### src/bp_pkg.sv
// ##########################################################
// shared sizes, reset vector and resolved-branch kind for
// the branch prediction front end. imported by the table,
// the return stack, the fetch pc generator and the testbench.
// ##########################################################

package bp_pkg;

    // direct-mapped branch target table.
    localparam int BT_ENTRIES = 64;
    localparam int BT_ADDR_W  = $clog2(BT_ENTRIES); // index from pc[BT_ADDR_W+1:2].
    localparam int BT_TAG_W   = 30 - BT_ADDR_W;     // remaining upper pc bits.

    // return address stack, circular.
    localparam int RAS_DEPTH = 8;

    // first fetch address out of reset, word aligned.
    localparam logic [31:0] RESET_VEC = 32'h0000_1000;

    // kind of the instruction resolved in execute.
    typedef enum logic [1:0] {
        KIND_BRANCH = 2'd0, // conditional branch.
        KIND_JUMP   = 2'd1, // plain jump, no link.
        KIND_CALL   = 2'd2, // jump that links, pushes the ras.
        KIND_RETURN = 2'd3  // pops the ras.
    } branch_kind_t;

endpackage

### src/branch_table_if.sv
// ##########################################################
// links the fetch pc generator and the return stack to the
// branch table. the fetch group carries the lookup, the
// execute group carries one resolution per cycle.
// ##########################################################

`timescale 1ns/10ps

interface branch_table_if;
    import bp_pkg::*;

    // fetch group.
    logic        new_mem_request; // request transfer this cycle.
    logic [31:0] next_pc;         // address being issued.
    logic [31:0] if_pc;           // address issued last.
    logic [31:0] predicted_pc;
    logic        use_prediction;  // tag hit on if_pc.
    logic        use_ras;         // hit entry is a return.

    // execute group fed straight from the resolve ports.
    logic         branch_ex;
    logic [31:0]  ex_pc;
    logic         branch_taken;
    logic [31:0]  jump_pc;
    logic [31:0]  njump_pc;
    branch_kind_t kind;
    logic [31:0]  dec_pc;         // what actually followed.

    // misprediction recovery.
    logic        flush;
    logic [31:0] redirect_pc;

    modport tbl (
        input  new_mem_request, next_pc, if_pc,
        input  branch_ex, ex_pc, branch_taken, jump_pc, njump_pc, kind, dec_pc,
        output predicted_pc, use_prediction, use_ras,
        output flush, redirect_pc
    );

    modport fetch (
        output new_mem_request, next_pc, if_pc,
        input  predicted_pc, use_prediction, use_ras,
        input  flush, redirect_pc
    );

    modport ras (
        input branch_ex, kind, njump_pc
    );

endinterface

### src/fetch_pc_gen.sv
// ##########################################################
// fetch pc register and next pc selection. issues one
// request per valid/ready transfer; priority is flush,
// ras on a return hit, table hit, then pc plus 4.
// ##########################################################

`timescale 1ns/10ps

module fetch_pc_gen (
    input  logic        clk,
    input  logic        rst,
    branch_table_if.fetch bt,
    input  logic [31:0] ras_top,
    input  logic        fetch_ready,
    output logic        fetch_valid,
    output logic [31:0] fetch_pc
);
    import bp_pkg::*;

    logic lookup_valid; // read register belongs to fetch_pc.
    logic hit;

    assign bt.new_mem_request = fetch_valid && fetch_ready;
    assign bt.if_pc           = fetch_pc;
    assign hit                = lookup_valid && bt.use_prediction;

    always_comb begin
        if (bt.flush)
            bt.next_pc = bt.redirect_pc;
        else if (hit && bt.use_ras)
            bt.next_pc = ras_top;
        else if (hit)
            bt.next_pc = bt.predicted_pc;
        else
            bt.next_pc = fetch_pc + 32'd4; // sequential.
    end

    always_ff @(posedge clk) begin
        if (rst) begin
            fetch_valid  <= 1'b0;
            fetch_pc     <= RESET_VEC;
            lookup_valid <= 1'b0;  // nothing read for the reset vector.
        end else begin
            fetch_valid <= 1'b1;
            if (bt.flush || bt.new_mem_request)
                fetch_pc <= bt.next_pc; // flush moves even when stalled.
            if (bt.flush)
                lookup_valid <= 1'b0;
            else if (bt.new_mem_request)
                lookup_valid <= 1'b1;
        end
    end

    // held request must not change until accepted.
    a_pc_stable: assert property (@(posedge clk) disable iff (rst)
        (fetch_valid && !fetch_ready && !bt.flush) |=> $stable(fetch_pc))
        else $error("fetch_pc changed under back-pressure");

endmodule

### src/flat_wrapper.sv
// flat-port wrapper written by rule: the top's interface ports become plain ports
module fetch_pc_gen_flat import bp_pkg::*;
  (clk, rst, ras_top, fetch_ready, fetch_valid, fetch_pc, bt_new_mem_request, bt_next_pc, bt_if_pc, bt_predicted_pc, bt_use_prediction, bt_use_ras, bt_flush, bt_redirect_pc);
  branch_table_if bt_i ();
  input  logic clk;
  input  logic rst;
  input  logic [31:0] ras_top;
  input  logic fetch_ready;
  output logic fetch_valid;
  output logic [31:0] fetch_pc;
  output wire logic [$bits(bt_i.new_mem_request)-1:0] bt_new_mem_request;
  output wire logic [$bits(bt_i.next_pc)-1:0] bt_next_pc;
  output wire logic [$bits(bt_i.if_pc)-1:0] bt_if_pc;
  input wire logic [$bits(bt_i.predicted_pc)-1:0] bt_predicted_pc;
  input wire logic [$bits(bt_i.use_prediction)-1:0] bt_use_prediction;
  input wire logic [$bits(bt_i.use_ras)-1:0] bt_use_ras;
  input wire logic [$bits(bt_i.flush)-1:0] bt_flush;
  input wire logic [$bits(bt_i.redirect_pc)-1:0] bt_redirect_pc;
  assign bt_new_mem_request = bt_i.new_mem_request;
  assign bt_next_pc = bt_i.next_pc;
  assign bt_if_pc = bt_i.if_pc;
  assign bt_i.predicted_pc = bt_predicted_pc;
  assign bt_i.use_prediction = bt_use_prediction;
  assign bt_i.use_ras = bt_use_ras;
  assign bt_i.flush = bt_flush;
  assign bt_i.redirect_pc = bt_redirect_pc;
  fetch_pc_gen u_core (.clk(clk), .rst(rst), .bt(bt_i), .ras_top(ras_top), .fetch_ready(fetch_ready), .fetch_valid(fetch_valid), .fetch_pc(fetch_pc));
endmodule
### config.mk
export PLATFORM = sky130hd
export DESIGN_NAME = fetch_pc_gen_flat
export DESIGN_NICKNAME = d
export VERILOG_FILES = /design/src/bp_pkg.sv /design/src/branch_table_if.sv /design/src/fetch_pc_gen.sv /design/src/flat_wrapper.sv
export SDC_FILE = /design/constraint.sdc
export NUM_CORES = 1
export LEC_CHECK = 0
export CAP_MARGIN = 20
export CORE_MARGIN = 5
export CORE_UTILIZATION = 64
export DETAILED_ROUTE_END_ITERATION = 7
export DONT_BUFFER_PORTS = 1
export PLACE_DENSITY = 0.8
export SYNTH_ARGS = -nofsm -noshare
export SYNTH_HDL_FRONTEND = slang
export SYNTH_SLANG_ARGS = --single-unit
### constraint.sdc
create_clock -name clk -period 2.9 [get_ports clk]
set_clock_uncertainty 0.2 [all_clocks]
set_input_delay 0.145 -clock clk [delete_from_list [all_inputs] [get_ports clk]]
set_output_delay 0.145 -clock clk [all_outputs]
set_load 0.005 [all_outputs]
==> reports/qor.yml <==
ant_nets: 0
setup_slack_ns: 0.121
min_to: "u_core.bt.if_pc[30]$_SDFFE_PP0P_"
fmax_mhz: 360
slowest_delay_ns: 0.64
htreeDepth: 2
crit_path_start_kind: "register"
clk_pin_slew_worst_paths_ns: 0.08
cts_tree: "built"
synth.avg_cell_area_sq_um: 6.99
die_area_sq_um: 7030
yosysWarnings: 0
endpoint_kind: "output port"
finalHoldViolations: 0
min_path_type: "in -> reg"
dr.pass1.iters: 6
die_w_um: 83.8
numPortBuffers: 0
synth_edf_count: 0
worst_ep_arrival_time_ns: 2.43
core.rowCount: 26
layout.cells.non_filler: 558
critical_path.top_delay_family: "simple AND/OR/NAND/NOR gates"
grt_pass1_wl_um: 19000
status: "completed"
nNetsFinal: 590
place_congestion: 0.884
syn-num-nets: 602
synth_sequential_area_ratio_pct: 19.5
cts_made_buffers: 5
slew_violations: 0
vias: 3987
coreArea_sq_um: 5200
crit_fanout: 10
areaGrowthSynthToFinish_pct: 8.11
layout-drive-gt1-share_pct: 11.1
p_leak_nw: 1.38
cp.required_ns: 2.56
critPathSlowestCell: "or4_4"
routed_via_density: 7.15
crit_chain: "ha_1, nand3_4, or4_4, nor4_1, o31ai_2, o21ai_1"
overflow: 0
syn_inst: 499
grt_usage_pct: 32.4
grt_max_degree: 43
drt_iter0_drc: 493
fin_setup_tns_ns: 0
fin_util_pct: 72.5
synthArstFlopShare_pct: 0
wl_per_cell_um: 22.0
dp_hpwl_um: 8340
placed_cells: 521
drv_cap: 0
io-pin-count: 200
fill_cells: 433
worst_slew_pin_slew_ns: 1.11
diodes: 0
ys_ff_latch: 34
antenna_found_initial: 0
power-per-cell-area_nw_per_um2: 359
hold_path_depth: 3
synth.distinct_cells: 57
r2r_cells: 7
finalCritPeriodShare_pct: 95.8
die_h_um: 83.8
crit_type: "reg -> out"
timing.rr.end: "u_core.bt.if_pc[18]$_SDFFE_PP0P_"
rrSetupSlack_ns: 0.29
finalWirelength_um: 12300
synth_area_sq_um: 3490
min_from: "bt_redirect_pc[30]"
place_ws_ns: 0.319
cts_sinks: 34
clk_latency_ns: 0.29
yosys_most_used_dff: "dfxtp_1"
root_buffer: "clkbuf_8"
drc: 0
initial_core_util_pct: 67.0
grt_pass1_vias: 3840
setup_viol: 0
peakVddDrop_mv: 0.267
rr_startpoint: "u_core.bt.if_pc[2]$_SDFFE_PP0P_"
period_needed_ns: 2.78
clk_path_buf_depth: 2
worst-path-buf-inv: 0
max_slew_margin_pct: 25.6
## how the worst max path moves through the flow
stage                          end  depth (start not counted)  slack, ns                             start
floorplan           bt_next_pc[26]                          7       0.49   u_core.bt.if_pc[2]$_SDFFE_PP0P_
global route        bt_next_pc[17]                          5      -0.01  u_core.bt.if_pc[10]$_SDFFE_PP0P_
detailed placement  bt_next_pc[26]                          6       0.32   u_core.bt.if_pc[2]$_SDFFE_PP0P_
global placement    bt_next_pc[26]                          6       0.42   u_core.bt.if_pc[2]$_SDFFE_PP0P_
finish              bt_next_pc[26]                          6       0.12   u_core.bt.if_pc[2]$_SDFFE_PP0P_
CTS                 bt_next_pc[26]                          6       0.10   u_core.bt.if_pc[2]$_SDFFE_PP0P_
## tightest hold or removal path, cell delays in order
cell and delay (ns):
a2bb2oi_1 0.13, a21oi_1 0.12, nor4_1 0.06
## kinds of logic (layout without fill, tap and decap cells)
kind of cell    count (synthesis)  in the layout  synth area share, %
compound gates                141            141                 27.0
fa+ha+maj                       1              1                0.359
flops                          34             34                 19.5
buf+inv                        84             73                 12.8
xor+xnor                       19             19                 4.77
mux                            28             28                 8.36
simple gates                  192            192                 27.2
## synth_stat cells, drive strengths merged (5+ instances only)
cell	count	area share [%]
nor3	17	2.6
o31ai	9	2.1
a221oi	11	2.8
o21ai	35	5.0
o21a	5	1.1
or3	6	1.1
a31oi	5	0.90
o211ai	9	1.9
buf	40	8.0
nor2b	10	1.8
xnor2	7	1.8
mux2i	19	5.5
mux2	9	2.9
xor2	12	3.0
dfxtp	34	20
nand2	59	6.3
nand4	16	3.0
inv	12	1.3
a21oi	27	3.9
a211oi	15	3.2
nand3	19	2.9
clkbuf	32	3.6
nor2	38	4.3
nor4	12	2.2
## routing by layer
metal  GRT usage, %  part of all wire (%)
met1           38.0                    36
met2           55.0                    49
met3           8.98                    12
met4           13.9                   3.0
met5              0                     0
## where the power goes
group	leakage [nW]	total (mW)	internal (mW)	switching [mW]
Clock	0.0579	0.452	0.253	0.198
Combinational	1.04	0.343	0.153	0.190
Sequential	0.281	0.560	0.499	0.0606
Total	1.38	1.35	0.906	0.449
## area by class of cell
cell class	instances	area (sq um)	share of cell area, %
Clock buffer	5	68.8	1.82
Clock inverter	3	40.0	1.06
Inverter	12	45.0	1.19
Multi-Input combinational cell	381	2380	63.1
Sequential cell	34	681	18.0
Tap cell	70	87.6	2.32
Timing Repair Buffer	53	470	12.5
## layout by cell type, fill, tap and decap left out, types with 15 or more instances in the layout
master         instances
a211oi_1              15
a21oi_1               27
buf_4                 26
dfxtp_1               34
dlygate4sd3_1         26
mux2i_1               19
nand2_1               59
nand3_1               18
nand4_1               15
nor2_1                37
nor3_1                16
o21ai_0               33
## state kept, by name, summed over array words and instances (netlist names)
name,cells
u_core.bt.if_pc,32
u_core.fetch_valid,1
u_core.lookup_valid,1
## stage by stage
stage / hold slack (ns) / instance area (sq um) / total power, mW
2_1_floorplan: 0.0993 / 3490 / 0.843
5_1_grt: 0.0488 / 3770 / 1.40
3_5_place_dp: 0.0210 / 3350 / 0.863
4_1_cts: 0.00218 / 3730 / 1.34
3_3_place_gp: 0.0195 / 3350 / 0.854
6_report: 0.00455 / 3770 / 1.35
## timing repair
action,4_1_cts,5_1_grt
pin swaps,0,1
endpoints found under the setup margin,1,4
hold endpoints to repair,32,0
gates resized for setup,1,2
setup buffers,0,2
hold buffers,26,0
Note: power is estimated with default switching activity, not from simulation.
