--- config.mk ---
export PLATFORM = sky130hd
export DESIGN_NAME = branch_table_flat
export DESIGN_NICKNAME = d
export VERILOG_FILES = /design/src/bp_pkg.sv /design/src/branch_table_if.sv /design/src/branch_table.sv /design/src/flat_wrapper.sv
export SDC_FILE = /design/constraint.sdc
export NUM_CORES = 2
export LEC_CHECK = 0
export BUFFER_PORTS_ARGS = -buffer_cell sky130_fd_sc_hd__clkbuf_2
export CAP_MARGIN = 25
export CELL_PAD_IN_SITES_DETAIL_PLACEMENT = 1
export CELL_PAD_IN_SITES_GLOBAL_PLACEMENT = 1
export CORE_MARGIN = 1
export CORE_UTILIZATION = 30
export CTS_CLUSTER_SIZE = 10
export DETAILED_ROUTE_END_ITERATION = 6
export PLACE_DENSITY = 0.51
export SLEW_MARGIN = 15
export SYNTH_ARGS = -nofsm -noshare
export SYNTH_HDL_FRONTEND = slang
export SYNTH_SLANG_ARGS = --single-unit
--- constraint.sdc ---
create_clock -name clk -period 5.2 [get_ports clk]
set_clock_uncertainty 0.1 [all_clocks]
set_input_delay 0.52 -clock clk [delete_from_list [all_inputs] [get_ports clk]]
set_output_delay 0.52 -clock clk [all_outputs]
set_load 0.02 [all_outputs]
--- src/bp_pkg.sv ---
// ##########################################################
// shared sizes, reset vector and resolved-branch kind for
// the branch prediction front end. imported by the table,
// the return stack, the fetch pc generator and the testbench.
// ##########################################################

package bp_pkg;

    // direct-mapped branch target table.
    localparam int BT_ENTRIES = 64;
    localparam int BT_ADDR_W  = $clog2(BT_ENTRIES); // index from pc[BT_ADDR_W+1:2].
    localparam int BT_TAG_W   = 30 - BT_ADDR_W;     // remaining upper pc bits.

    // return address stack, circular.
    localparam int RAS_DEPTH = 8;

    // first fetch address out of reset, word aligned.
    localparam logic [31:0] RESET_VEC = 32'h0000_1000;

    // kind of the instruction resolved in execute.
    typedef enum logic [1:0] {
        KIND_BRANCH = 2'd0, // conditional branch.
        KIND_JUMP   = 2'd1, // plain jump, no link.
        KIND_CALL   = 2'd2, // jump that links, pushes the ras.
        KIND_RETURN = 2'd3  // pops the ras.
    } branch_kind_t;

endpackage

--- src/branch_table_if.sv ---
// ##########################################################
// links the fetch pc generator and the return stack to the
// branch table. the fetch group carries the lookup, the
// execute group carries one resolution per cycle.
// ##########################################################

`timescale 1ns/10ps

interface branch_table_if;
    import bp_pkg::*;

    // fetch group.
    logic        new_mem_request; // request transfer this cycle.
    logic [31:0] next_pc;         // address being issued.
    logic [31:0] if_pc;           // address issued last.
    logic [31:0] predicted_pc;
    logic        use_prediction;  // tag hit on if_pc.
    logic        use_ras;         // hit entry is a return.

    // execute group fed straight from the resolve ports.
    logic         branch_ex;
    logic [31:0]  ex_pc;
    logic         branch_taken;
    logic [31:0]  jump_pc;
    logic [31:0]  njump_pc;
    branch_kind_t kind;
    logic [31:0]  dec_pc;         // what actually followed.

    // misprediction recovery.
    logic        flush;
    logic [31:0] redirect_pc;

    modport tbl (
        input  new_mem_request, next_pc, if_pc,
        input  branch_ex, ex_pc, branch_taken, jump_pc, njump_pc, kind, dec_pc,
        output predicted_pc, use_prediction, use_ras,
        output flush, redirect_pc
    );

    modport fetch (
        output new_mem_request, next_pc, if_pc,
        input  predicted_pc, use_prediction, use_ras,
        input  flush, redirect_pc
    );

    modport ras (
        input branch_ex, kind, njump_pc
    );

endinterface

--- src/branch_table.sv ---
// ##########################################################
// direct-mapped branch target table. trained by every
// resolution, read on each fetch request, result used on
// the next cycle against if_pc. also detects mispredicts,
// raises flush and counts them by kind.
// ##########################################################

`timescale 1ns/10ps

module branch_table (
    input  logic        clk,
    input  logic        rst,
    branch_table_if.tbl bt,
    output logic [31:0] mispredict_br_count,
    output logic [31:0] mispredict_ret_count
);
    import bp_pkg::*;

    typedef struct packed {
        logic [BT_TAG_W-1:0] tag;
        logic                use_ras;
    } tag_entry_t;

    tag_entry_t  tag_ram    [BT_ENTRIES]; // tag and return flag per slot.
    logic [31:0] target_ram [BT_ENTRIES];
    logic [BT_ENTRIES-1:0] entry_valid;   // cleared in one cycle by rst.

    logic [BT_ADDR_W-1:0] ex_idx;
    logic [BT_ADDR_W-1:0] rd_idx;
    tag_entry_t           ex_entry;
    tag_entry_t           if_entry;       // read register.
    logic                 if_valid;
    logic [31:0]          if_target;
    logic [31:0]          actual_next;
    logic                 mispredict;
    logic                 is_return;

    initial begin
        for (int i = 0; i < BT_ENTRIES; i++) begin
            tag_ram[i]    = '0;
            target_ram[i] = '0;
        end
    end

    assign ex_idx  = bt.ex_pc[BT_ADDR_W+1:2];
    assign rd_idx  = bt.next_pc[BT_ADDR_W+1:2];
    assign is_return = (bt.kind == KIND_RETURN);

    assign ex_entry.tag     = bt.ex_pc[31:BT_ADDR_W+2];
    assign ex_entry.use_ras = is_return; // returns predict from the ras.

    // every resolution overwrites its slot.
    always_ff @(posedge clk) begin
        if (bt.branch_ex) begin
            tag_ram[ex_idx]    <= ex_entry;
            target_ram[ex_idx] <= actual_next;
        end
    end

    always_ff @(posedge clk) begin
        if (rst) begin
            entry_valid <= '0;
        end else if (bt.branch_ex) begin
            entry_valid[ex_idx] <= 1'b1;
        end
    end

    // read register captures only on a transfer so it holds under stall.
    always_ff @(posedge clk) begin
        if (bt.new_mem_request) begin
            if_entry  <= tag_ram[rd_idx];
            if_valid  <= entry_valid[rd_idx];
            if_target <= target_ram[rd_idx];
        end
    end

    assign bt.use_prediction = if_valid && (if_entry.tag == bt.if_pc[31:BT_ADDR_W+2]);
    assign bt.use_ras        = if_entry.use_ras;
    assign bt.predicted_pc   = if_target;

    // zero latency resolution.
    assign actual_next    = bt.branch_taken ? bt.jump_pc : bt.njump_pc;
    assign mispredict     = bt.branch_ex && (bt.dec_pc != actual_next);
    assign bt.flush       = mispredict;
    assign bt.redirect_pc = actual_next; // same value as the trained target.

    always_ff @(posedge clk) begin
        if (rst) begin
            mispredict_br_count  <= '0;
            mispredict_ret_count <= '0;
        end else if (mispredict) begin
            if (is_return)
                mispredict_ret_count <= mispredict_ret_count + 32'd1;
            else
                mispredict_br_count <= mispredict_br_count + 32'd1; // branch, jump, call.
        end
    end

    // flush comes only from a resolution in execute.
    a_flush_needs_ex: assert property (@(posedge clk) disable iff (rst)
        bt.flush |-> bt.branch_ex)
        else $error("flush without branch_ex");

    // resolved pcs index from bit 2 so the low bits must be zero.
    a_ex_pc_aligned: assert property (@(posedge clk) disable iff (rst)
        bt.branch_ex |-> (bt.ex_pc[1:0] == 2'b00))
        else $error("resolve_pc not word aligned");

endmodule

--- src/flat_wrapper.sv ---
// flat-port wrapper written by rule: the top's interface ports become plain ports
module branch_table_flat import bp_pkg::*;
  (clk, rst, mispredict_br_count, mispredict_ret_count, bt_new_mem_request, bt_next_pc, bt_if_pc, bt_branch_ex, bt_ex_pc, bt_branch_taken, bt_jump_pc, bt_njump_pc, bt_kind, bt_dec_pc, bt_predicted_pc, bt_use_prediction, bt_use_ras, bt_flush, bt_redirect_pc);
  branch_table_if bt_i ();
  input  logic clk;
  input  logic rst;
  output logic [31:0] mispredict_br_count;
  output logic [31:0] mispredict_ret_count;
  input wire logic [$bits(bt_i.new_mem_request)-1:0] bt_new_mem_request;
  input wire logic [$bits(bt_i.next_pc)-1:0] bt_next_pc;
  input wire logic [$bits(bt_i.if_pc)-1:0] bt_if_pc;
  input wire logic [$bits(bt_i.branch_ex)-1:0] bt_branch_ex;
  input wire logic [$bits(bt_i.ex_pc)-1:0] bt_ex_pc;
  input wire logic [$bits(bt_i.branch_taken)-1:0] bt_branch_taken;
  input wire logic [$bits(bt_i.jump_pc)-1:0] bt_jump_pc;
  input wire logic [$bits(bt_i.njump_pc)-1:0] bt_njump_pc;
  input wire logic [$bits(bt_i.kind)-1:0] bt_kind;
  input wire logic [$bits(bt_i.dec_pc)-1:0] bt_dec_pc;
  output wire logic [$bits(bt_i.predicted_pc)-1:0] bt_predicted_pc;
  output wire logic [$bits(bt_i.use_prediction)-1:0] bt_use_prediction;
  output wire logic [$bits(bt_i.use_ras)-1:0] bt_use_ras;
  output wire logic [$bits(bt_i.flush)-1:0] bt_flush;
  output wire logic [$bits(bt_i.redirect_pc)-1:0] bt_redirect_pc;
  assign bt_i.new_mem_request = bt_new_mem_request;
  assign bt_i.next_pc = bt_next_pc;
  assign bt_i.if_pc = bt_if_pc;
  assign bt_i.branch_ex = bt_branch_ex;
  assign bt_i.ex_pc = bt_ex_pc;
  assign bt_i.branch_taken = bt_branch_taken;
  assign bt_i.jump_pc = bt_jump_pc;
  assign bt_i.njump_pc = bt_njump_pc;
  assign bt_i.kind = bt_kind;
  assign bt_i.dec_pc = bt_dec_pc;
  assign bt_predicted_pc = bt_i.predicted_pc;
  assign bt_use_prediction = bt_i.use_prediction;
  assign bt_use_ras = bt_i.use_ras;
  assign bt_flush = bt_i.flush;
  assign bt_redirect_pc = bt_i.redirect_pc;
  branch_table u_core (.clk(clk), .rst(rst), .bt(bt_i), .mispredict_br_count(mispredict_br_count), .mispredict_ret_count(mispredict_ret_count));
endmodule
==> results.yml <==
status:
  status: "completed"
floorplanning:
  rows: 256
  pin_count: 330
  coreArea_um2: 486000
  die_w_um: 701
  dieHeight_um: 701
  dieArea_um2: 491000
  initial_core_util: 0.301
pwr:
  p_leak_nw: 53.1
  vdd_drop_max_v: 0.000310
  power_density_nw_per_um2: 379
timing:
  hold_viol: 0
  slew_headroom: 0.291
  timing.final.max_slew_violations: 0
  post-route-period-util: 0.940
  rsz0062_at_grt: "false"
  timing.hold.ws_ns: 0.0320
  worstMarginPinSlew_ns: 1.06
  fmax_mhz: 205
  post-route-min-period_ns: 4.89
  tns_ns: 0
  setup-violations-final: 0
detailed_routing:
  via_count: 70500
  wirelength_mm: 467
  ant_nets: 0
  drt_iter0_markers: 7591
  drc: 0
  wire_per_inst_um: 34.8
  routed_via_density: 5.25
  dr.pass1.iters: 7
clock_network:
  htreeDepth: 5
  tritoncts: "yes"
  clock_latency_ns: 0.99
  numCtsBuffers: 437
  cts.sinks: 3834
  clk_path_buf_depth: 4
  clkSlewWorstSetupHoldPaths_ns: 0.05
  cts_root_buf: "clkbuf_16"
synth:
  syn_area_per_cell_um2: 24.4
  postSynth.asyncResetShare: 0
  synth.top_cells.by_count: "3706 x edfxtp_1, 1206 x mux4_2, 223 x nor2_1, 166 x clkbuf_1, 128 x dfxtp_1"
  synth_edf_count: 3706
  yosysMostFrequentCell: "edfxtp_1"
  synthesis.area_um2: 146000
  synth_cell_types: 49
  synth_flop_cell: "edfxtp_1"
  synth_top_area_share: 0.760
  yosysTopAreaCell: "edfxtp_1"
  ys_seq_elements: 3834
  yosysSeqAreaShare: 0.778
  synth_cells: 6006
  synth_fp_nets: 6207
  yosysWarningCount: 0
  synth_area_leaders: "edfxtp_1 76%, mux4_2 19%, dfxtp_1 1.8%"
setup_path:
  arrival_ns: 4.27
  r2r-start: "u_core.mispredict_br_count[3]$_SDFFE_PP0P_"
  crit_type: "in2out"
  cp_max_fo: 29
  required_ns: 4.58
  start_kind: "primary input"
  regToRegSetupSlack_ns: 2.22
  crit_path_end_kind: "output port"
  crit_start: "bt_branch_taken"
place:
  hpwl_mm: 260
  routabilityCongestion: 0.739
  placedCellCount: 12800
  port_buffers: 293
finish:
  drive_gt1_frac: 0.355
  area.growth.synth_to_final_pct: 17.8
  fill_cells: 46300
  post-route-util: 0.355
  final_cells: 13400
  regArea_um2: 114000
  multiInputGateArea_um2: 31700
  finalNetCount: 7026
min_path:
  hold_start: "bt_ex_pc[22]"
  hp-class: "in2reg"
global_route:
  antenna_found_initial: 29
  grtUsageTotal: 0.187
  grt_max_degree: 87
  grt_overflow: 0
  grt_pass1_vias: 74400
  grt_pass1_wl_mm: 634
run:
  drv_cap: 0
## kinds of logic after synthesis
family	after synthesis	share of synthesized area
DFF	3834	0.778
muxes	1263	0.190
and+or+nand+nor	388	0.0124
buffers and inverters	325	0.00965
AOI/OAI and AO/OA	114	0.00500
xor gates and xnor gates	80	0.00479
adders and majority gates	2	0.000171
## registers in the layout (all words and copies together), names as in the netlist, 24 cells and up
signal / flops
u_core.entry_valid: 64
u_core.target_ram: 2048
u_core.if_entry: 24
u_core.tag_ram: 1600
u_core.mispredict_ret_count: 32
u_core.bt.predicted_pc: 32
u_core.mispredict_br_count: 32
## where the power goes
part | internal, mW | switching [mW]
registers | 34.3 | 0.0909
clock network | 15.5 | 11.9
logic | 1.42 | 2.10
total | 51.3 | 14.1
## final timing paths
| kind | endpoint | cells past startpoint |
|---|---|---|
| max reg2reg | u_core.mispredict_br_count[25]$_SDFFE_PP0P_ | 6 |
| min reg2reg | u_core.entry_valid[18]$_SDFFE_PP0P_ | 2 |
| max | bt_flush | 12 |
| min | u_core.tag_ram[14][15]$_DFFE_PP_ | 1 |
## worst max-delay path, cell delays in order
cell and delay (ns):
clkbuf_2 0.48, buf_12 0.25, mux2_2 0.52, xor2_1 0.23, nor4_4 0.32, buf_6 0.19
buf_4 0.16, nand4_1 0.57, buf_4 0.50, o21ai_1 0.23, inv_1 0.05, clkbuf_2 0.15
## layout by cell type (no fill, tap or decap), drive strengths merged, types with 2 or more instances in the layout
| cell type | count |
|---|---|
| nor2b | 8 |
| nor3 | 2 |
| dlygate4sd3 | 23 |
| nand4 | 15 |
| nand3 | 21 |
| o21ai | 38 |
| edfxtp | 3706 |
| diode | 4 |
| mux4 | 1206 |
| buf | 396 |
| a21oi | 33 |
| nor2 | 224 |
| nor4 | 16 |
| o211ai | 4 |
| clkbuf | 814 |
| mux2 | 44 |
| clkinv | 39 |
| bufinv | 4 |
| and3 | 9 |
| nand3b | 3 |
| or4 | 20 |
| ha | 2 |
| mux2i | 13 |
| o21ba | 2 |
| dfxtp | 128 |
| xnor2 | 14 |
| xor2 | 66 |
| or3 | 20 |
| and4 | 6 |
| o2111ai | 19 |
| inv | 22 |
| or2 | 3 |
| o31ai | 14 |
| nand2 | 38 |
## timing repair
item | in CTS | in global routing
resized for setup | 0 | 0
hold buffers | 7 | 16
setup buffers | 0 | 0
hold endpoints to repair | 92 | 222
## metrics by stage
| stage | setup slack, ns | power, mW | instance area (um^2) |
|---|---|---|---|
| floorplan | 0.854 | 36.9 | 146000 |
| global placement | -0.891 | 38.5 | 159000 |
| detailed placement | 0.0638 | 38.6 | 160000 |
| CTS | 0.0548 | 66.1 | 172000 |
| global route | 0.0851 | 67.2 | 172000 |
| finish | 0.311 | 65.4 | 172000 |
## final cells by class
class	count	share of cell area
antenna	4	0.0000580
inverter	14	0.000305
clock inverter	51	0.00333
timing repair buffer	691	0.0391
multi-input combinational	1847	0.184
clock buffer	542	0.0669
sequential	3834	0.660
tap	6450	0.0468
## metal layers
metal	vias up	routed length, um	track usage
li1	27500	-	-
met5	-	0	0
met1	40100	203000	0.260
met4	0	11500	0.0449
met3	615	23400	0.0231
met2	2263	229000	0.312
(Power assumes the default switching activity.)
