**config.mk**
```make
export PLATFORM = sky130hd
export DESIGN_NAME = return_stack_flat
export DESIGN_NICKNAME = d
export VERILOG_FILES = /design/src/bp_pkg.sv /design/src/branch_table_if.sv /design/src/return_stack.sv /design/src/flat_wrapper.sv
export SDC_FILE = /design/constraint.sdc
export NUM_CORES = 1
export LEC_CHECK = 0
export ABC_AREA = 1
export ABC_CLOCK_PERIOD_IN_PS = 3600
export BUFFER_PORTS_ARGS = -buffer_cell sky130_fd_sc_hd__buf_2
export CORE_MARGIN = 4
export CORE_UTILIZATION = 50
export CTS_BUF_LIST = sky130_fd_sc_hd__clkbuf_4
export CTS_CLUSTER_SIZE = 14
export DETAILED_ROUTE_END_ITERATION = 6
export PLACE_DENSITY = 0.67
export SYNTH_ARGS = -nofsm -noshare
export SYNTH_HDL_FRONTEND = slang
export SYNTH_SLANG_ARGS = --single-unit
```
**constraint.sdc**
```tcl
create_clock -name clk -period 3.6 [get_ports clk]
set_input_delay 0.36 -clock clk [delete_from_list [all_inputs] [get_ports clk]]
set_output_delay 0.36 -clock clk [all_outputs]
set_load 0.01 [all_outputs]
```
**src/bp_pkg.sv**
```systemverilog
// ##########################################################
// shared sizes, reset vector and resolved-branch kind for
// the branch prediction front end. imported by the table,
// the return stack, the fetch pc generator and the testbench.
// ##########################################################

package bp_pkg;

    // direct-mapped branch target table.
    localparam int BT_ENTRIES = 64;
    localparam int BT_ADDR_W  = $clog2(BT_ENTRIES); // index from pc[BT_ADDR_W+1:2].
    localparam int BT_TAG_W   = 30 - BT_ADDR_W;     // remaining upper pc bits.

    // return address stack, circular.
    localparam int RAS_DEPTH = 8;

    // first fetch address out of reset, word aligned.
    localparam logic [31:0] RESET_VEC = 32'h0000_1000;

    // kind of the instruction resolved in execute.
    typedef enum logic [1:0] {
        KIND_BRANCH = 2'd0, // conditional branch.
        KIND_JUMP   = 2'd1, // plain jump, no link.
        KIND_CALL   = 2'd2, // jump that links, pushes the ras.
        KIND_RETURN = 2'd3  // pops the ras.
    } branch_kind_t;

endpackage

```
**src/branch_table_if.sv**
```systemverilog
// ##########################################################
// links the fetch pc generator and the return stack to the
// branch table. the fetch group carries the lookup, the
// execute group carries one resolution per cycle.
// ##########################################################

`timescale 1ns/10ps

interface branch_table_if;
    import bp_pkg::*;

    // fetch group.
    logic        new_mem_request; // request transfer this cycle.
    logic [31:0] next_pc;         // address being issued.
    logic [31:0] if_pc;           // address issued last.
    logic [31:0] predicted_pc;
    logic        use_prediction;  // tag hit on if_pc.
    logic        use_ras;         // hit entry is a return.

    // execute group fed straight from the resolve ports.
    logic         branch_ex;
    logic [31:0]  ex_pc;
    logic         branch_taken;
    logic [31:0]  jump_pc;
    logic [31:0]  njump_pc;
    branch_kind_t kind;
    logic [31:0]  dec_pc;         // what actually followed.

    // misprediction recovery.
    logic        flush;
    logic [31:0] redirect_pc;

    modport tbl (
        input  new_mem_request, next_pc, if_pc,
        input  branch_ex, ex_pc, branch_taken, jump_pc, njump_pc, kind, dec_pc,
        output predicted_pc, use_prediction, use_ras,
        output flush, redirect_pc
    );

    modport fetch (
        output new_mem_request, next_pc, if_pc,
        input  predicted_pc, use_prediction, use_ras,
        input  flush, redirect_pc
    );

    modport ras (
        input branch_ex, kind, njump_pc
    );

endinterface

```
**src/return_stack.sv**
```systemverilog
// ##########################################################
// circular return address stack. resolved calls push the
// link address, resolved returns pop. no speculative
// repair; overflow drops the oldest, underflow wraps.
// ##########################################################

`timescale 1ns/10ps

module return_stack (
    input  logic        clk,
    input  logic        rst,
    branch_table_if.ras bt,
    output logic [31:0] ras_top
);
    import bp_pkg::*;

    logic [31:0]                  stack [RAS_DEPTH]; // payload, no reset.
    logic [RAS_DEPTH-1:0]         written;           // entry ever pushed.
    logic [$clog2(RAS_DEPTH)-1:0] ptr;               // points at the top.
    logic [$clog2(RAS_DEPTH)-1:0] ptr_inc;
    logic                         push;
    logic                         pop;

    assign push    = bt.branch_ex && (bt.kind == KIND_CALL);
    assign pop     = bt.branch_ex && (bt.kind == KIND_RETURN);
    assign ptr_inc = ptr + 1'b1; // wraps at RAS_DEPTH.

    // push writes above the top and moves the pointer there.
    always_ff @(posedge clk) begin
        if (push)
            stack[ptr_inc] <= bt.njump_pc;
    end

    always_ff @(posedge clk) begin
        if (rst) begin
            ptr     <= '0;
            written <= '0;
        end else if (push) begin
            ptr              <= ptr_inc;
            written[ptr_inc] <= 1'b1;
        end else if (pop) begin
            ptr <= ptr - 1'b1; // underflow wraps to the far end.
        end
    end

    // untouched slots give the reset vector.
    assign ras_top = written[ptr] ? stack[ptr] : RESET_VEC;

    // kind drives push and pop, so it has to be known on a resolve.
    a_kind_known: assert property (@(posedge clk) disable iff (rst)
        bt.branch_ex |-> !$isunknown(bt.kind))
        else $error("resolve_kind unknown while branch_ex is high");

endmodule

```
**src/flat_wrapper.sv**
```systemverilog
// flat-port wrapper written by rule: the top's interface ports become plain ports
module return_stack_flat import bp_pkg::*;
  (clk, rst, ras_top, bt_branch_ex, bt_kind, bt_njump_pc);
  branch_table_if bt_i ();
  input  logic clk;
  input  logic rst;
  output logic [31:0] ras_top;
  input wire logic [$bits(bt_i.branch_ex)-1:0] bt_branch_ex;
  input wire logic [$bits(bt_i.kind)-1:0] bt_kind;
  input wire logic [$bits(bt_i.njump_pc)-1:0] bt_njump_pc;
  assign bt_i.branch_ex = bt_branch_ex;
  assign bt_i.kind = bt_kind;
  assign bt_i.njump_pc = bt_njump_pc;
  return_stack u_core (.clk(clk), .rst(rst), .bt(bt_i), .ras_top(ras_top));
endmodule
```
==> results of run 1 <==
layout make-up:
cell class                 count  area, um2  area share (%)
inverter                     304       1140            8.25
timing repair buffer         120        823            5.95
antenna                        1       2.50          0.0181
clock buffer                 110        826            5.96
sequential                   270       7970            57.6
multi-input combinational    627       2590            18.7
clock inverter                13       95.1           0.687
tap                          319        399            2.88
per-layer routing:
| layer | vias up | track usage [%] | share of wire, % |
|---|---|---|---|
| li1 | 4182 | - | - |
| met1 | 3785 | 26.2 | 43 |
| met2 | 245 | 33.1 | 49 |
| met3 | 44 | 3.37 | 5.5 |
| met4 | 0 | 8.08 | 2.3 |
| met5 | - | 0 | 0 |
placed cells by master (no fill, tap or decap), drive strengths merged:
| cell type | n |
|---|---|
| nor2 | 6 |
| a21oi | 11 |
| xor2 | 2 |
| nand3 | 135 |
| or2 | 1 |
| clkinvlp | 2 |
| dlygate4sd3 | 32 |
| buf | 88 |
| inv | 296 |
| o21ai | 3 |
| diode | 1 |
| bufinv | 1 |
| edfxtp | 256 |
| nand2 | 465 |
| dfxtp | 14 |
| clkinv | 18 |
| clkbuf | 110 |
| xnor2 | 2 |
| ha | 2 |
logic make-up (layout without fill, tap and decap cells):
| logic type | count (synthesis) | after routing |
|---|---|---|
| xor+xnor | 4 | 4 |
| compound gates | 14 | 14 |
| simple gates | 607 | 607 |
| flops | 270 | 270 |
| other cells | 0 | 1 |
| buf+inv | 357 | 547 |
| fa+ha+maj | 2 | 2 |
report_power, final:
group	internal, mW	switching (mW)
registers	3.48	0.0133
logic	0.190	0.405
clock network	1.46	1.19
state kept, by name (all words and copies together), names as in the netlist, named ones only:
name,cells
u_core.written,8
u_core.stack,256
u_core.ptr,3
critical path, delay by kind of cell (launching register included):
kind                   cells  cell delay [ns]
DFF                        1             0.36
buffers and inverters      4             1.20
and+or+nand+nor            6             0.44
final timing paths:
kind	end	slack [ns]	cells past startpoint
setup / recovery	ras_top[28]	0.58	10
hold / removal	u_core.stack[6][20]	0.07	1
setup reg to reg	u_core.stack[2][18]	1.03	7
hold reg to reg	u_core.written[5]	0.46	2
metrics by stage:
step | power [mW] | hold WS [ns] | setup slack, ns | std cells
after floorplan | 3.93 | 0.435 | 1.48 | 1254
after global placement | 4.12 | 0.456 | 1.17 | 1608
after detailed placement | 4.13 | 0.452 | 1.04 | 1608
after CTS | 6.83 | 0.00853 | 0.492 | 1763
after global routing | 7.08 | 0.0243 | 0.337 | 1764
final | 6.74 | 0.0675 | 0.579 | 1764
==> results.toml, run 1 <==
[worst_setup_path]
worst-path-max-fanout = 41
startpoint_type = "flip-flop"
worstPathArrival_ns = 2.66
r2r_start = "u_core.ptr[0]"
endpoint_kind = "output port"
slowest_delay_ns = 0.52
critPathRequiredTime_ns = 3.24
slowest_stage = "clkinv_2"
crit_type = "reg2out"
path_common_cell = "nand2_1"
path_cells = "clkinv_2 > buf_4 > nand2_1 > nand3_1 > nand2_1 > nand2_1 > nand2_1 > nand2_1 > inv_1 > buf_2"

[floorplan]
core_mm2 = 0.0235
dieWidth_um = 163
num_rows = 56
die-area_mm2 = 0.0265
io_pins = 69
start_util_pct = 50.8
die_y_um = 163

[yosys]
yosysWarningCount = 0
synth_cell_type_count = 20
synth_nets = 1293
yosys.area_share.simple_pct = 20.5
yosys-top-cells-area = "edfxtp_1 64%, nand2_1 15%, inv_1 9.4%"
synth_top_family_by_area = "simple AND/OR/NAND/NOR gates"
ys_ff_latch = 270
async_flop_share_pct = 0
synth.cell_area_mm2 = 0.0120
avgSynthCellArea_um2 = 9.55
synth_top_area_share_pct = 64.2
yosysMostFrequentCell = "nand2_1"
synth_flop_cell = "edfxtp_1"
ys_top_cells_by_count = "464 x nand2_1, 301 x inv_1, 256 x edfxtp_1"
syn_inst = 1254
synth_compound_area_share_pct = 0.585
synthMuxAreaShare_pct = 0
yosysSeqAreaShare_pct = 66.6
synth_xor_area_share_pct = 0.293
synthAdderAreaFrac_pct = 0.209
yosysTopAreaCell = "edfxtp_1"
synth-edff-count = 256

[worst_hold_path]
min_from = "bt_njump_pc[20]"
min_path_type = "in2reg"

[global_route]
antenna_found_initial = 1
grt_pass1_wl_mm = 41.7
grt_pass1_vias = 8314
grt_use_total_pct = 19.9
grt_max_degree = 129
grt_overflow_total = 0

[timing]
fin_skew_ns = 0.0315
min_period_over_period_pct = 83.9
finalCriticalPeriod_ns = 3.02
rsz0062_at_grt = "no"
setup_viol = 0
tightest_slew_ns = 0.838
final_max_slew_viol_count = 0
tns_ns = 0
fmax_mhz = 331
hold_viol_final = 0
slew-limit-headroom_pct = 44.2

[cells_and_area]
final_cell_area_mm2 = 0.0138
drive_gt1_share_pct = 14.7
fill_cells = 2021
final_core_util_pct = 58.8
nets = 1435
area_growth_pct = 15.7

[cts]
clk_path_buf_depth = 3
clock-sinks = 270
cts_tree = "built"
root_buffer = "clkbuf_4"
path_clk_slew_ns = 0.06
post_cts_buffers = 0
h-tree-depth = 3
ctsHoldBuffers = 32
ctsResizeCount = 0
numCtsBuffers = 73
clk_latency_ns = 0.66

[routing]
avgRoutedWirePerCell_um = 14.3
viasPerCell = 4.68
drcViolationCount = 0
dr.pass1.iters = 6
vias = 8256
ant_nets = 0
first_iter_violations = 609
wl_mm = 25.3

[power]
powerDensity_mw_per_mm2 = 486
vdd_drop_max_mv = 0.244
leakagePower_nw = 6.67

[place]
port_buffers = 68
dp_hpwl_mm = 14.6
gp_congestion = 0.829
dpl-instance-area_mm2 = 0.0126

[run_status]
status = "complete, no violations"

[job]
maxCapViolations = 0
(Power assumes the default switching activity.)
==> inputs of run 2 (changes only) <==
ABC_CLOCK_PERIOD_IN_PS = 2900   (was 3600)
clock period = 2.9 ns   (was 3.6 ns; I/O delays follow)
==> results.toml, run 2 (synthesis results as in run 1) <==
[power]
leakagePower_nw = 6.66
combPwrFrac_pct = 9.0
clkPwrFrac_pct = 37.9
power.total_mw = 8.17
p_switching_mw = 1.93
powerDensity_mw_per_mm2 = 590
p_int_mw = 6.24
p_sw_share_pct = 23.7
vdd_drop_max_mv = 0.304
pwr-share-seq_pct = 53.0

[timing]
finalCriticalPeriod_ns = 2.59
final_max_slew_viol_count = 0
setup_viol = 0
min_period_over_period_pct = 89.5
tightest_slew_ns = 0.812
fin_ws_ns = 0.305
fmax_mhz = 385
rsz0062_at_grt = "no"
fin_skew_ns = 0.0334
slew-limit-headroom_pct = 45.9
hold_viol_final = 0
tns_ns = 0

[worst_hold_path]
min_from = "bt_branch_ex"
hold_end = "u_core.ptr[2]"
min_path_type = "in2reg"
holdPathStages = 4

[global_route]
antenna_found_initial = 1
grt_use_total_pct = 19.2
grt_max_degree = 129
grt_pass1_vias = 8337
grt_overflow_total = 0
grt_pass1_wl_mm = 40.7

[floorplan]
num_rows = 56
dieWidth_um = 163
io_pins = 69
die_y_um = 163
start_util_pct = 50.8
core_mm2 = 0.0235
die-area_mm2 = 0.0265

[job]
maxCapViolations = 0

[place]
port_buffers = 68
dp_worst_setup_slack_ns = 0.643
gp_congestion = 0.828
dp_hpwl_mm = 13.2

[worst_setup_path]
rrSetupSlack_ns = 0.62
crit_type = "reg2out"
cp_top_family = "buffers and inverters"
critPathRequiredTime_ns = 2.61
critPathBufInv = 3
r2r_end = "u_core.stack[5][17]"
slowest_stage = "buf_4"
path_cells = "buf_4 > nand3_1 > nand2_1 > nand2_1 > nand2_1 > nand2_1 > inv_1 > buf_2"
r2r_start = "u_core.ptr[0]"
endpoint_kind = "output port"
startpoint_type = "flip-flop"
slowest_delay_ns = 0.64
reg2reg_depth = 6
worst-path-max-fanout = 64
worstPathArrival_ns = 2.30
path_common_cell = "nand2_1"

[routing]
drcViolationCount = 0
first_iter_violations = 503
vias = 8145
dr.pass1.iters = 4
viasPerCell = 4.63
wl_mm = 24.5
avgRoutedWirePerCell_um = 13.9
ant_nets = 0

[cells_and_area]
layout_common_cells = "464 x nand2_1, 293 x inv_1, 256 x edfxtp_1"
nets = 1435
reg_top3 = "u_core.stack: 256 flops, u_core.written: 8 flops, u_core.ptr: 3 flops"
layout_commonest_cell = "nand2_1"
drive_gt1_share_pct = 14.0
area_growth_pct = 15.6
top_register = "u_core.stack"
largest_reg_flops = 256
fill_cells = 2058

[cts]
post_cts_buffers = 0
h-tree-depth = 3
root_buffer = "clkbuf_4"
clock-sinks = 270
clk_latency_ns = 0.64
numCtsBuffers = 72
path_clk_slew_ns = 0.06
clk_path_buf_depth = 3
cts_tree = "built"

[run_status]
status = "complete, no violations"
-- run 2: changes by cell type in the layout (fill, tap and decap cells not counted), sizes merged --
cell and delta:
buf -3, bufinv -1, clkbuf -2, clkinv -4
clkinvlp -2, dlygate4sd3 +4, inv +3
-- run 2: worst max-delay path by stage --
stage,slack [ns],start,endpoint,cells past startpoint
after floorplan,0.78,u_core.ptr[0],u_core.stack[2][0],6
after global placement,0.70,u_core.ptr[0],u_core.stack[5][23],6
after detailed placement,0.64,u_core.ptr[0],u_core.stack[5][18],6
after CTS,0.07,flip-flop,ras_top[1],10
after global routing,0.06,flip-flop,ras_top[30],8
final,0.31,flip-flop,ras_top[14],8
-- run 2: metrics by stage --
| stage | hold WS, ns | instance area, um2 | util [%] | std cells |
|---|---|---|---|---|
| 3_5_place_dp | 0.458 | 12600 | 53.7 | 1605 |
| 5_1_grt | 0.130 | 13800 | 58.8 | 1759 |
| 4_1_cts | 0.0486 | 13800 | 58.8 | 1758 |
| 2_1_floorplan | 0.389 | 12000 | - | 1254 |
| 3_3_place_gp | 0.458 | 12600 | 53.7 | 1605 |
| 6_report | 0.116 | 13800 | 58.8 | 1759 |
-- run 2: per-layer routing --
| layer | part of all wire, % | up-vias | track usage (%) | routed length (um) |
|---|---|---|---|---|
| met5 | 0 | - | 0 | 0 |
| li1 | - | 4174 | - | - |
| met3 | 4.8 | 43 | 4.35 | 1160 |
| met2 | 49 | 173 | 32.3 | 12000 |
| met4 | 1.8 | 0 | 6.63 | 445 |
| met1 | 45 | 3755 | 24.7 | 10900 |
-- run 2: final cells by class --
cell class / count / area [um2] / share of cell area [%]
diodes: 1 / 2.50 / 0.0181
clock buffers: 108 / 811 / 5.86
clock inverters: 9 / 33.8 / 0.244
inverters: 304 / 1140 / 8.26
multi-input cells: 627 / 2590 / 18.7
flip-flops and latches: 270 / 7970 / 57.6
well taps: 319 / 399 / 2.88
repair buffers: 121 / 891 / 6.44
-- run 2: timing repair --
action / CTS / global route
resized for setup: 0 / 1
endpoints found under the setup margin: 0 / 16
endpoints found under the hold margin: 270 / 0
hold buffers: 36 / 0
-- run 2: tightest hold or removal path, cell delays in order --
cell and delay [ns]:
buf_2 0.09, nand2_1 0.06, or2_1 0.14, a21oi_1 0.11
-- run 2: power by group through the flow --
stage / clock, mW / sequential [mW] / combinational [mW]
5_1_grt: 3.41 / 4.33 / 0.841
2_1_floorplan: 0 / 4.41 / 0.471
3_3_place_gp: 0 / 4.41 / 0.702
3_5_place_dp: 0 / 4.41 / 0.711
4_1_cts: 3.21 / 4.33 / 0.750
6_report: 3.10 / 4.33 / 0.738
==> inputs of run 3 (changes only) <==
PLACE_DENSITY = 0.74   (was 0.67)
==> results.toml, run 3 (synthesis results as in run 1) <==
[global_route]
grt_use_total_pct = 18.9
grt_max_degree = 129
grt_pass1_vias = 8215
grt_overflow_total = 0
antenna_found_initial = 1
grt_pass1_wl_mm = 39.8

[floorplan]
start_util_pct = 50.8
num_rows = 56
dieWidth_um = 163
die-area_mm2 = 0.0265
die_y_um = 163
io_pins = 69
core_mm2 = 0.0235

[place]
port_buffers = 68
dpl-instance-area_mm2 = 0.0126
gp_congestion = 0.793
dp_hpwl_mm = 13.7
dp_worst_setup_slack_ns = 0.812

[run_status]
status = "complete, no violations"

[timing]
slew-limit-headroom_pct = 48.6
final_max_slew_viol_count = 0
fmax_mhz = 381
finalCriticalPeriod_ns = 2.62
rsz0062_at_grt = "no"
tns_ns = 0
min_period_over_period_pct = 90.4
fin_ws_ns = 0.277
fin_skew_ns = 0.0368
tightest_slew_ns = 0.771
hold_viol_final = 0
setup_viol = 0

[worst_setup_path]
critPathRequiredTime_ns = 2.61
endpoint_kind = "output port"
path_cells = "buf_4 > nand3_1 > nand2_1 > nand2_1 > nand2_1 > nand2_1 > inv_1 > buf_2"
worst-path-max-fanout = 64
worstPathArrival_ns = 2.33
startpoint_type = "flip-flop"
cp_top_family = "buffers and inverters"
critPathBufInv = 3
slowest_delay_ns = 0.61
slowest_stage = "buf_4"
path_common_cell = "nand2_1"
crit_type = "reg2out"

[power]
p_int_mw = 6.28
clkPwrFrac_pct = 38.1
p_switching_mw = 1.92
power.total_mw = 8.20
p_sw_share_pct = 23.4
vdd_drop_max_mv = 0.319
powerDensity_mw_per_mm2 = 595
leakagePower_nw = 6.64
pwr-share-seq_pct = 52.8
combPwrFrac_pct = 9.0

[routing]
first_iter_violations = 590
vias = 8334
wl_mm = 24.8
drcViolationCount = 0
ant_nets = 0
viasPerCell = 4.76
avgRoutedWirePerCell_um = 14.1
dr.pass1.iters = 7

[cts]
post_cts_buffers = 0
clk_path_buf_depth = 3
path_clk_slew_ns = 0.06
clk_latency_ns = 0.65
h-tree-depth = 3
root_buffer = "clkbuf_4"
cts_tree = "built"
numCtsBuffers = 67
clock-sinks = 270

[cells_and_area]
top_register = "u_core.stack"
largest_reg_flops = 256
layout_commonest_cell = "nand2_1"
multi_input_area_mm2 = 0.00259
layout_common_cells = "464 x nand2_1, 293 x inv_1, 256 x edfxtp_1"
regArea_mm2 = 0.00797
fill_cells = 1999
reg_top3 = "u_core.stack: 256 flops, u_core.written: 8 flops, u_core.ptr: 3 flops"
final_cell_area_mm2 = 0.0138
nets = 1429
final_core_util_pct = 58.6
drive_gt1_share_pct = 13.5
area_growth_pct = 15.2

[worst_hold_path]
min_path_type = "in2reg"

[job]
maxCapViolations = 0
[run 3: cell types whose count changed in the layout (fill, tap and decap cells not counted)]
cell / delta
buf_4: +2
clkbuf_4: -9
clkinv_2: +1
bufinv_16: +2
inv_4: -1
clkinv_1: +1
buf_12: -3
[run 3: path summary, 6_finish.rpt]
check / start / end / slack, ns / depth (start not counted)
worst max-delay path: flip-flop / ras_top[0] / 0.28 / 8
worst min-delay path: bt_branch_ex / u_core.ptr[1] / 0.09 / 4
worst max register to register: u_core.ptr[0] / u_core.stack[6][23] / 0.76 / 7
worst min register to register: u_core.written[4] / u_core.written[4] / 0.47 / 2
[run 3: repair_timing]
| item | CTS | global route |
|---|---|---|
| resized for setup | 0 | 0 |
| hold buffers | 36 | 0 |
| hold endpoints to repair | 269 | 0 |
[run 3: tightest hold or removal path, cell delays in order]
cell     delay (ns)
buf_2          0.07
nand2_1        0.08
inv_1          0.10
a21oi_1        0.13
[run 3: routing by layer]
layer	wire, um	vias to the layer above	track usage [%]
li1	-	4154	-
met1	10500	3852	24.1
met2	12000	276	31.7
met3	1770	52	4.25
met4	541	0	7.32
met5	0	-	0
[run 3: final cells by class]
cell class / instances / share of cell area, %
Clock buffer: 99 / 5.39
Tap cell: 319 / 2.89
Inverter: 304 / 8.28
Multi-Input combinational cell: 627 / 18.8
Timing Repair Buffer: 120 / 6.13
Sequential cell: 270 / 57.8
Antenna cell: 1 / 0.0181
Clock inverter: 12 / 0.708
[run 3: power groups by stage]
stage | Sequential (mW) | Clock, mW | Combinational, mW
2_1_floorplan | 4.41 | 0 | 0.471
3_3_place_gp | 4.41 | 0 | 0.694
3_5_place_dp | 4.41 | 0 | 0.712
4_1_cts | 4.33 | 3.23 | 0.752
5_1_grt | 4.33 | 3.42 | 0.838
6_report | 4.33 | 3.13 | 0.741
[run 3: per-stage QoR]
stage                     instances  hold slack (ns)
after floorplan                1254            0.389
after global placement         1604            0.464
after detailed placement       1604            0.457
after CTS                      1751           0.0342
after global routing           1752           0.0844
final                          1752           0.0869
